`config.mk`:
```
export PLATFORM = sky130hd
export DESIGN_NAME = fetch_stage
export DESIGN_NICKNAME = d
export VERILOG_FILES = /design/src/hw/fetch_pkg.sv /design/src/hw/branch_target_buffer.sv /design/src/hw/fetch_stage.sv /design/src/hw/inst_realigner.sv
export SDC_FILE = /design/constraint.sdc
export NUM_CORES = 1
export LEC_CHECK = 0
export ABC_AREA = 0
export BUFFER_PORTS_ARGS = -buffer_cell sky130_fd_sc_hd__buf_4
export CELL_PAD_IN_SITES_DETAIL_PLACEMENT = 1
export CELL_PAD_IN_SITES_GLOBAL_PLACEMENT = 1
export CORE_ASPECT_RATIO = 0.8
export CORE_MARGIN = 5
export CORE_UTILIZATION = 35
export CTS_BUF_LIST = sky130_fd_sc_hd__clkbuf_8 sky130_fd_sc_hd__clkbuf_16
export CTS_CLUSTER_DIAMETER = 150
export DETAILED_ROUTE_END_ITERATION = 7
export GPL_TIMING_DRIVEN = 1
export PLACE_DENSITY = 0.56
export SYNTH_ARGS = -nofsm -noshare
export SYNTH_HDL_FRONTEND = slang
export SYNTH_HIERARCHICAL = 1
export SYNTH_SLANG_ARGS = --single-unit
```
`constraint.sdc`:
```
create_clock -name clk -period 7.7 [get_ports clk]
set_input_delay 0.385 -clock clk [delete_from_list [all_inputs] [get_ports clk]]
set_output_delay 0.385 -clock clk [all_outputs]
set_load 0.005 [all_outputs]
```
`src/hw/fetch_pkg.sv`:
```
`default_nettype none

package fetch_pkg;

    // datapath and address width
    localparam int unsigned xlen = 32;
    // word address width, pc without its byte offset
    localparam int unsigned word_aw = xlen - 2;

    // packets decode can hold, also the reset credit count
    localparam int unsigned fetch_credits = 4;
    localparam int unsigned credit_w = $clog2(fetch_credits + 1);

    // btb geometry, index from pc[4:1], tag from pc[31:5]
    localparam int unsigned btb_entries = 16;
    localparam int unsigned btb_idx_w = $clog2(btb_entries);
    localparam int unsigned btb_tag_w = xlen - btb_idx_w - 1;

    // instruction ram depth in words
    localparam int unsigned imem_words = 256;
    localparam int unsigned imem_aw = $clog2(imem_words);

    // rv32 major opcodes
    localparam logic [6:0] opcode_branch = 7'b1100011;
    localparam logic [6:0] opcode_jal = 7'b1101111;
    localparam logic [6:0] opcode_jalr = 7'b1100111;

    // rvc quadrants holding the control transfers
    localparam logic [1:0] rvc_quad1 = 2'b01;
    localparam logic [1:0] rvc_quad2 = 2'b10;

    // addi x0, x0, 0
    localparam logic [31:0] nop_inst = 32'h0000_0013;

    // full width view
    typedef struct packed {
        logic [6:0] funct7;
        logic [4:0] rs2;
        logic [4:0] rs1;
        logic [2:0] funct3;
        logic [4:0] rd;
        logic [6:0] opcode;
    } rv32_fields_t;

    // compressed view, upper half is padding
    typedef struct packed {
        logic [15:0] pad;
        logic [2:0]  funct3;
        logic        bit12;
        logic [4:0]  rd_rs1;
        logic [4:0]  rs2;
        logic [1:0]  quadrant;
    } rvc_fields_t;

    typedef union packed {
        rv32_fields_t rv32;
        rvc_fields_t  rvc;
    } inst_word_u;

    // one instruction toward decode
    typedef struct packed {
        logic [xlen-1:0] pc;
        inst_word_u      inst;
        logic            compressed;
        logic [xlen-1:0] pred_dest;
    } fetch_pkt_t;

    // btb training from execute
    typedef struct packed {
        logic [xlen-1:0] pc;
        logic            taken;
        logic [xlen-1:0] target;
    } btb_update_t;

endpackage

`default_nettype wire

```
`src/hw/branch_target_buffer.sv`:
```
`timescale 1ns/100ps
`default_nettype none

module branch_target_buffer import fetch_pkg::*; (
    input  wire logic            clk,
    input  wire logic            rst_n,
    // lookup for the current fetch pc
    input  wire logic [xlen-1:0] lookup_pc_i,
    output logic                 hit_o,
    output logic                 taken_o,
    output logic      [xlen-1:0] target_o,
    // training from execute
    input  wire logic            update_valid_i,
    input  wire btb_update_t     update_i
);

    // one table slot
    typedef struct packed {
        logic [btb_tag_w-1:0] tag;
        logic                 taken;
        logic [xlen-1:0]      target;
    } btb_entry_t;

    logic [btb_entries-1:0] valid_q;
    btb_entry_t             entry_q [btb_entries];

    logic [btb_idx_w-1:0]   lookup_idx;
    logic [btb_tag_w-1:0]   lookup_tag;
    logic [btb_idx_w-1:0]   update_idx;
    btb_entry_t             rd_entry;
    btb_entry_t             wr_entry;

    // halfword aligned pcs, bit 0 is never part of index or tag
    assign lookup_idx = lookup_pc_i[btb_idx_w:1];
    assign lookup_tag = lookup_pc_i[xlen-1:btb_idx_w+1];
    assign update_idx = update_i.pc[btb_idx_w:1];

    // combinational read
    assign rd_entry = entry_q[lookup_idx];
    assign hit_o = valid_q[lookup_idx] && (rd_entry.tag == lookup_tag);
    assign taken_o = rd_entry.taken;
    assign target_o = rd_entry.target;

    assign wr_entry.tag = update_i.pc[xlen-1:btb_idx_w+1];
    assign wr_entry.taken = update_i.taken;
    assign wr_entry.target = update_i.target;

    always_ff @(posedge clk) begin
        if (!rst_n) begin
            valid_q <= '0;
        end else if (update_valid_i) begin
            valid_q[update_idx] <= 1'b1;
        end
    end

    // direct mapped, an update simply replaces the slot
    always_ff @(posedge clk) begin
        if (update_valid_i) begin
            entry_q[update_idx] <= wr_entry;
        end
    end

endmodule

`default_nettype wire

```
`src/hw/fetch_stage.sv`:
```
`timescale 1ns/100ps
`default_nettype none

module fetch_stage import fetch_pkg::*; (
    input  wire logic               clk,
    input  wire logic               rst_n,
    // decode returns one credit per packet consumed
    input  wire logic               credit_return_i,
    // redirect from execute
    input  wire logic               make_correction_i,
    input  wire logic [xlen-1:0]    correction_pc_i,
    input  wire logic               btb_update_valid_i,
    input  wire btb_update_t        btb_update_i,
    // memory
    input  wire logic [xlen-1:0]    imem_rdata_i,
    output logic                    imem_ren_o,
    output logic      [imem_aw-1:0] imem_addr_o,
    // packet to decode
    output logic                    pkt_valid_o,
    output fetch_pkt_t              pkt_o
);

    logic [xlen-1:0]     pc_q;
    logic [xlen-1:0]     pc_d;
    logic [credit_w-1:0] credit_q;

    inst_word_u          inst;
    logic                inst_ready;
    logic                compressed;
    logic                btb_hit, btb_taken;
    logic [xlen-1:0]     btb_target;

    logic                rv_branch, rv_jump;
    logic                c_branch, c_jump, c_jr_jalr;
    logic                is_branch, is_jump;
    logic [xlen-1:0]     pc_step;
    logic [xlen-1:0]     next_pc;
    logic                send;

    inst_realigner u_realigner (
        .clk          (clk),
        .rst_n        (rst_n),
        .pc_i         (pc_q),
        .imem_rdata_i (imem_rdata_i),
        .imem_ren_o   (imem_ren_o),
        .imem_addr_o  (imem_addr_o),
        .inst_ready_o (inst_ready),
        .compressed_o (compressed),
        .inst_o       (inst)
    );

    branch_target_buffer u_btb (
        .clk            (clk),
        .rst_n          (rst_n),
        .lookup_pc_i    (pc_q),
        .hit_o          (btb_hit),
        .taken_o        (btb_taken),
        .target_o       (btb_target),
        .update_valid_i (btb_update_valid_i),
        .update_i       (btb_update_i)
    );

    // rv32 control transfers
    assign rv_branch = (inst.rv32.opcode == opcode_branch);
    assign rv_jump = (inst.rv32.opcode == opcode_jal) || (inst.rv32.opcode == opcode_jalr);
    // c.beqz, c.bnez
    assign c_branch = (inst.rvc.quadrant == rvc_quad1) && (inst.rvc.funct3[2:1] == 2'b11);
    // c.jr, c.jalr; rs1 of zero is c.ebreak
    assign c_jr_jalr = (inst.rvc.quadrant == rvc_quad2) && (inst.rvc.funct3 == 3'b100)
                       && (inst.rvc.rs2 == 5'd0) && (inst.rvc.rd_rs1 != 5'd0);
    // c.j, c.jal
    assign c_jump = c_jr_jalr || ((inst.rvc.quadrant == rvc_quad1)
                    && ((inst.rvc.funct3 == 3'b101) || (inst.rvc.funct3 == 3'b001)));

    assign is_branch = compressed ? c_branch : rv_branch;
    assign is_jump = compressed ? c_jump : rv_jump;

    // jumps always follow a btb hit, branches only when marked taken
    assign pc_step = pc_q + (compressed ? xlen'(2) : xlen'(4));
    assign next_pc = (btb_hit && (is_jump || (is_branch && btb_taken))) ? btb_target : pc_step;

    // correction kills the packet of this cycle
    assign send = inst_ready && (credit_q != '0) && !make_correction_i;

    always_comb begin
        if (make_correction_i) begin
            pc_d = correction_pc_i;
        end else if (send) begin
            pc_d = next_pc;
        end else begin
            // no instruction or no credit
            pc_d = pc_q;
        end
    end

    always_ff @(posedge clk) begin
        if (!rst_n) begin
            pc_q <= '0;
            credit_q <= credit_w'(fetch_credits);
            pkt_valid_o <= 1'b0;
        end else begin
            pc_q <= pc_d;
            // send and return can land in the same cycle
            credit_q <= credit_q - credit_w'(send) + credit_w'(credit_return_i);
            pkt_valid_o <= send;
        end
    end

    // packet payload
    always_ff @(posedge clk) begin
        if (send) begin
            pkt_o.pc <= pc_q;
            pkt_o.inst <= inst;
            pkt_o.compressed <= compressed;
            pkt_o.pred_dest <= next_pc;
        end
    end

endmodule

`default_nettype wire

```
`src/hw/inst_realigner.sv`:
```
`timescale 1ns/100ps
`default_nettype none

module inst_realigner import fetch_pkg::*; (
    input  wire logic               clk,
    input  wire logic               rst_n,
    input  wire logic [xlen-1:0]    pc_i,
    // memory side
    input  wire logic [xlen-1:0]    imem_rdata_i,
    output logic                    imem_ren_o,
    output logic      [imem_aw-1:0] imem_addr_o,
    // aligned instruction out
    output logic                    inst_ready_o,
    output logic                    compressed_o,
    output inst_word_u              inst_o
);

    // word holding the first half and the one after it
    logic [word_aw-1:0] wa;
    logic [word_aw-1:0] wa_next;

    // one-word line buffer
    logic               buf_valid_q;
    logic [word_aw-1:0] buf_addr_q;
    logic [xlen-1:0]    buf_word_q;
    // read presented to memory this cycle
    logic               req_valid_q;
    logic [word_aw-1:0] req_addr_q;
    // read whose data is on imem_rdata_i this cycle
    logic               rsp_valid_q;
    logic [word_aw-1:0] rsp_addr_q;

    logic               lo_from_buf, lo_from_rsp, lo_ok;
    logic               hi_from_buf, hi_from_rsp, hi_ok;
    logic [xlen-1:0]    lo_word, hi_word;
    logic [15:0]        first_half;
    logic               is_rvc, straddle;
    logic               buf_load;
    logic               req_lo, req_hi;
    logic               req_valid_d;
    logic [word_aw-1:0] req_addr_d;

    assign wa = pc_i[xlen-1:2];
    assign wa_next = wa + 1'b1;

    // a word is usable from the buffer or straight off the memory
    assign lo_from_buf = buf_valid_q && (buf_addr_q == wa);
    assign lo_from_rsp = rsp_valid_q && (rsp_addr_q == wa);
    assign hi_from_buf = buf_valid_q && (buf_addr_q == wa_next);
    assign hi_from_rsp = rsp_valid_q && (rsp_addr_q == wa_next);
    assign lo_ok = lo_from_buf || lo_from_rsp;
    assign hi_ok = hi_from_buf || hi_from_rsp;
    assign lo_word = lo_from_buf ? buf_word_q : imem_rdata_i;
    assign hi_word = hi_from_buf ? buf_word_q : imem_rdata_i;

    // halfword at the pc decides the length
    assign first_half = pc_i[1] ? lo_word[31:16] : lo_word[15:0];
    assign is_rvc = (first_half[1:0] != 2'b11);
    // 32-bit instruction whose upper half sits in the next word
    assign straddle = pc_i[1] && !is_rvc;

    assign inst_ready_o = lo_ok && (!straddle || hi_ok);
    assign compressed_o = inst_ready_o && is_rvc;

    always_comb begin
        if (!inst_ready_o) begin
            inst_o = nop_inst;
        end else if (is_rvc) begin
            // compressed goes in the low half, upper half zero
            inst_o = {16'h0000, first_half};
        end else if (straddle) begin
            inst_o = {hi_word[15:0], lo_word[31:16]};
        end else begin
            inst_o = lo_word;
        end
    end

    // keep returned data only if the current pc still wants it
    assign buf_load = lo_from_rsp || (hi_from_rsp && straddle);

    // fetch the first word, then the second one for a straddle
    // skip words already in flight
    assign req_lo = !lo_ok && !(req_valid_q && (req_addr_q == wa));
    assign req_hi = lo_ok && straddle && !hi_ok
                    && !(req_valid_q && (req_addr_q == wa_next));
    assign req_valid_d = req_lo || req_hi;
    assign req_addr_d = req_lo ? wa : wa_next;

    assign imem_ren_o = req_valid_q;
    assign imem_addr_o = req_addr_q[imem_aw-1:0];

    always_ff @(posedge clk) begin
        if (!rst_n) begin
            buf_valid_q <= 1'b0;
            req_valid_q <= 1'b0;
            rsp_valid_q <= 1'b0;
        end else begin
            if (buf_load) begin
                buf_valid_q <= 1'b1;
            end
            req_valid_q <= req_valid_d;
            // memory answers one cycle after the request
            rsp_valid_q <= req_valid_q;
        end
    end

    // addresses and data
    always_ff @(posedge clk) begin
        if (buf_load) begin
            buf_addr_q <= rsp_addr_q;
            buf_word_q <= imem_rdata_i;
        end
        if (req_valid_d) begin
            req_addr_q <= req_addr_d;
        end
        rsp_addr_q <= req_addr_q;
    end

endmodule

`default_nettype wire

```
After elaboration in Yosys (flattened, before gate mapping) --
Memory sizes are Yosys's and may differ from the RTL's. A register that Yosys moved wholly into a read port is not among the register bits. Cells that the tools add are included.
Cells by class: add/subtract/negate cells 4, $mul 0, div/mod/pow operators 0, magnitude comparators 3, eq/ne operators 17, shifts and indexed selects 0, muxes and demuxes 21, bitwise logic cells 2, reductions and logical operators 46
Operators with widths (count):
- $eq 30x30->1 | 6
- $mux 32 | 5
- $mux 16 | 4
- $add 32x3->32 | 1
- $add 30x1->30 const B | 1
- $mux 30 | 1
- $eq 27x27->1 | 1
- $logic_and 1x1->1 | 25
- $eq 7x7->1 const B | 3
- $or 16x16->16 | 1
- $lt 4x5->1 const B | 2
- $logic_or 1x1->1 | 9
- $mux 4 | 2
- $logic_not 1->1 | 7
- $eq 3x3->1 const B | 2
- $mux 1 | 6
- $logic_not 5->1 | 1
- $reduce_bool 5->1 | 1
- $bmux 1 s4 | 1
- $demux 1 s4 | 1
- $eq 2x2->1 const B | 2
- $ge 4x1->1 const B | 1
- $add 3x1->3 | 1
- $eq 3x1->1 const B | 1
- 8 further kinds | 8
Storage, ports and cells: register bits 274, latch bits 0, bits in writable memories 960, memory bits (read-only) 0, logic and storage cells 111, memories 1
Memories:
- u_btb.entry_q | words 16, width 60, rd ports 1, clocked after memory_dff 1, write ports 1, RTL line branch_target_buffer.sv:25 | btb_entry_t entry_q [btb_entries];

Longest topological paths before layout --
word-level depth 24, mapped depth 25

Modules after synthesis --
The synthesis kept the hierarchy.
Modules (own cells, without submodules):
- branch_target_buffer | instances 1, cells each 1597, area each 37823.8 µm², seq. area each 29148.0 µm²
- inst_realigner | instances 1, cells each 823, area each 8330.5 µm², seq. area each 3423.3 µm²
- fetch_stage | instances 1, cells each 483, area each 5869.4 µm², seq. area each 3633.5 µm²

Worst setup path after synthesis --
OpenSTA, ideal clock, no wires.
kind register -> register, from register pc_q[3], to register credit_q[2], setup time 0.130 ns, arrival time 6.735 ns, data required time 7.570 ns, path slack 0.835 ns, cell stages (with the launch flop) 23, path buffers 4, period minus slack after synthesis 6.865 ns, cells stage by stage dfxtp_1 ha_1 buf_2 and4_1 buf_4 nand3_1 or3_1 clkbuf_1 or4_4 a2111oi_4 o22ai_2 clkbuf_1 inv_1 o31a_1 nand2_1 inv_1 ha_1 inv_1 ha_1 inv_1 fa_1 xnor2_1 nand2_1
On the way: word-level cells in the longest chain between the ends 14, elaborated cells between the ends (all ways) 23, those cells by class add/sub (3); eq/ne (5); mux (2); reduce/logical (13)
Ends and longest elaborated chain:
- start, declared | RTL line fetch_stage.sv:23 | logic [xlen-1:0] pc_q;
- start signal, assigned | RTL line fetch_stage.sv:102 | pc_q <= pc_d;
- branches (longest 9 deep; another with $add 30x1->30)
- $logic_and 1x1->1 * | RTL line inst_realigner.sv:62 | assign inst_ready_o = lo_ok && (!straddle || hi_ok);
- via inst_ready | RTL line fetch_stage.sv:28 | logic inst_ready;
- $logic_and 1x1->1 * (2 in series) | RTL line fetch_stage.sv:83 | assign send = inst_ready && (credit_q != '0) && !make_correction_i;
- via send | RTL line fetch_stage.sv:38 | logic send;
- $sub 3x1->3 * | RTL line fetch_stage.sv:104 | credit_q <= credit_q - credit_w'(send) + credit_w'(credit_return_i);
- $add 3x1->3 * | RTL line fetch_stage.sv:104
- end signal, assigned | RTL line fetch_stage.sv:99 | credit_q <= credit_w'(fetch_credits);
- end signal, assigned | RTL line fetch_stage.sv:104
- end, declared | RTL line fetch_stage.sv:25 | logic [credit_w-1:0] credit_q;
Mark *: on every way through the listed nets, which the timed path passes. A chain may end at the register's enable or synchronous reset.

==> run metrics <==
minimum clock period after layout 6.83 ns; HPWL Detailed 109000 um; DR iter-0 viols 2875; Top-Level Pins 241; Seq/Total Area, Yosys 69.6%; commonest non-fill, non-tap cell in the layout edfxtp_1; drc violations 0; Setup TNS Final 0 ns; Synth Instances 2903; Leak 20.4 nW; ys flop type edfxtp_1; FF/Latch Area 0.0362 mm^2; status completed; Routed Antenna Nets 0; largest net degree at the start of global routing 115; Worst EP arrival 7.55 ns; most frequent cells in the layout 1149 x edfxtp_1, 344 x buf_4, 283 x mux4_2; GRT Overall Usage 21.3%; clock root buffer clkbuf_16; die footprint 0.156 mm^2; P per Cell Area 240 mW/mm^2; CTS sink cnt 1234; RSZ-0062 raised after global routing false; cell taking the most area after synthesis edfxtp_1; Worst Clk Skew 0.0352 ns; vias in the first global route 31700; area of the multi-input gates 0.0150 mm^2; CTS max path bufs 3; CP startpoint kind flop; router iterations before antenna repair 6; final-report max-slew violation count 0; routability cong. 0.864; Post-Route WL 168000 um; Via Count 29600; Via-to-Cell Ratio 5.45; Synth Cell Area 0.0520 mm^2; core area 0.148 mm^2; first-pass GRT wire length 238000 um; maximum clock rate 146 MHz; H-tree levels 4; # Post-CTS Setup Buffers 0; GRT overflow 0; row count 126; Hold Vio Cnt, Final 0; endpoints failing setup 0; CTS tree built; Worst slew margin 21.1%; Worst-Skew Late Latency 0.78 ns; Yosys top cell area share 66.3%; Post-synth EDFFs 1149; Worst Path Required 8.42 ns; # fillers 14400; CTS clk-pin slew, worst paths 0.06 ns; syn avg cell area 17.9 um^2; final period utilization 88.7%; Cell variety after synth 100; Hold/Removal Path Class in -> reg; Post-synth ARST share 0%; synth top area cells edfxtp_1 66%, mux4_2 12%, dfxtp_1 3.3%; Final nets 3476; total CTS buffers 134; Hold WS 0.0572 ns; CP Class reg -> reg; Yosys warnings 6; worst slew pin tran 1.18 ns; Crit. End Element flop; initial antenna violation count 6; Area Growth Syn to Fin 18.9%; PortBufs 239; max-cap viol count 0; Starting Density 35.3%; Die X 441 um; FF+latch count, synth 1234; layout cell share with drive strength beyond 1 26.8%; Worst IR Drop VDD 0.242 mV; Crit Path Max Fanout 40; net count after synthesis 3044; routed length per instance 31.0 um; die height 355 um
final timing paths:
check        cells after the start                        end  slack (ns)                      start
min reg2reg                      0  u_realigner/rsp_addr_q[8]        0.39  u_realigner/req_addr_q[8]
max                             18                   pc_q[22]        0.87                    pc_q[2]
min                              4                   pc_q[11]        0.06        correction_pc_i[11]
max reg2reg                     18                   pc_q[22]        0.87                    pc_q[2]
per-layer routing:
| metal | GRT usage (%) | routed length (um) |
|---|---|---|
| met5 | 0 | 0 |
| met4 | 6.74 | 5100 |
| met3 | 4.66 | 10400 |
| met2 | 34.4 | 80300 |
| met1 | 29.0 | 72500 |
critical path, stage by stage, from the launching register on:
cell and delay, ns:
dfxtp_4 0.58, ha_1 0.53, and4_1 0.32, and4_1 0.52, buf_4 0.25, nand2_1 0.18, xor2_1 0.42, nor4_1 0.12
nand4_2 0.26, nand2_1 0.15, o22ai_4 0.66, buf_4 0.34, or2_1 0.20, and3_1 0.17, o211a_1 0.38, o21a_1 0.46
nand2_4 0.37, a21boi_0 0.48, o221a_2 0.28
cells by family (layout without fill, tap and decap cells):
kind of cell / after synthesis / count (layout) / share of synthesized area (%)
fa+ha+maj: 7 / 7 / 0.197
other cells: 0 / 4 / 0
simple gates: 580 / 580 / 6.05
buf+inv: 191 / 724 / 1.84
xor+xnor: 239 / 239 / 4.02
mux: 378 / 378 / 14.1
flops: 1234 / 1234 / 69.6
compound gates: 274 / 274 / 4.15
area by class of cell:
class	count	share of cell area [%]
inverters	24	0.152
multi-input cells	1478	24.3
clock buffers	142	5.63
diodes	4	0.0162
well taps	1984	4.01
repair buffers	463	6.18
flip-flops and latches	1234	58.5
clock inverters	95	1.22
cells in the mapped netlist (26+ instances only):
| cell | instances |
|---|---|
| nor2_1 | 110 |
| xnor2_1 | 127 |
| nand2_1 | 161 |
| edfxtp_1 | 1149 |
| nor4_1 | 26 |
| nand4_1 | 46 |
| mux2i_1 | 80 |
| a21oi_1 | 33 |
| xor2_1 | 112 |
| buf_4 | 27 |
| dfxtp_1 | 85 |
| buf_2 | 57 |
| nand3_1 | 59 |
| mux4_2 | 283 |
| o21ai_0 | 44 |
| clkbuf_1 | 63 |
| and3_1 | 31 |
what timing repair did:
action / CTS / global route
gates resized for setup: 0 / 0
hold endpoints to repair: 1027 / 0
hold buffers: 114 / 0
power by group:
part / total, W / leakage (nW) / switching (W) / internal [W]
registers: 0.00755 / 11.3 / 0.0000890 / 0.00746
clock network: 0.00624 / 2.21 / 0.00269 / 0.00355
logic: 0.00108 / 6.96 / 0.000643 / 0.000438
per-stage QoR:
stage / worst slack (ns) / power (W) / std cells / utilization, % / instance area, um^2
4_1_cts: 0.894 / 0.0150 / 5420 / 41.9 / 61900
3_3_place_gp: 0.989 / 0.00870 / 5069 / 38.3 / 56500
2_1_floorplan: 0.835 / 0.00824 / 2903 / - / 52000
5_1_grt: 0.642 / 0.0154 / 5420 / 41.9 / 61900
6_report: 0.867 / 0.0149 / 5424 / 41.9 / 61900
3_5_place_dp: 0.934 / 0.00872 / 5069 / 38.3 / 56500
state kept, by name, indices dropped and copies added (netlist names), 3 cells and up:
signal	count
u_realigner/req_addr_q	30
credit_q	3
u_realigner/rsp_addr_q	30
u_realigner/buf_addr_q	30
u_realigner/buf_word_q	32
u_btb/valid_q	16
u_btb/entry_q	960
pkt_o	97
pc_q	32
No activity file was read; power rests on OpenSTA's default activity.
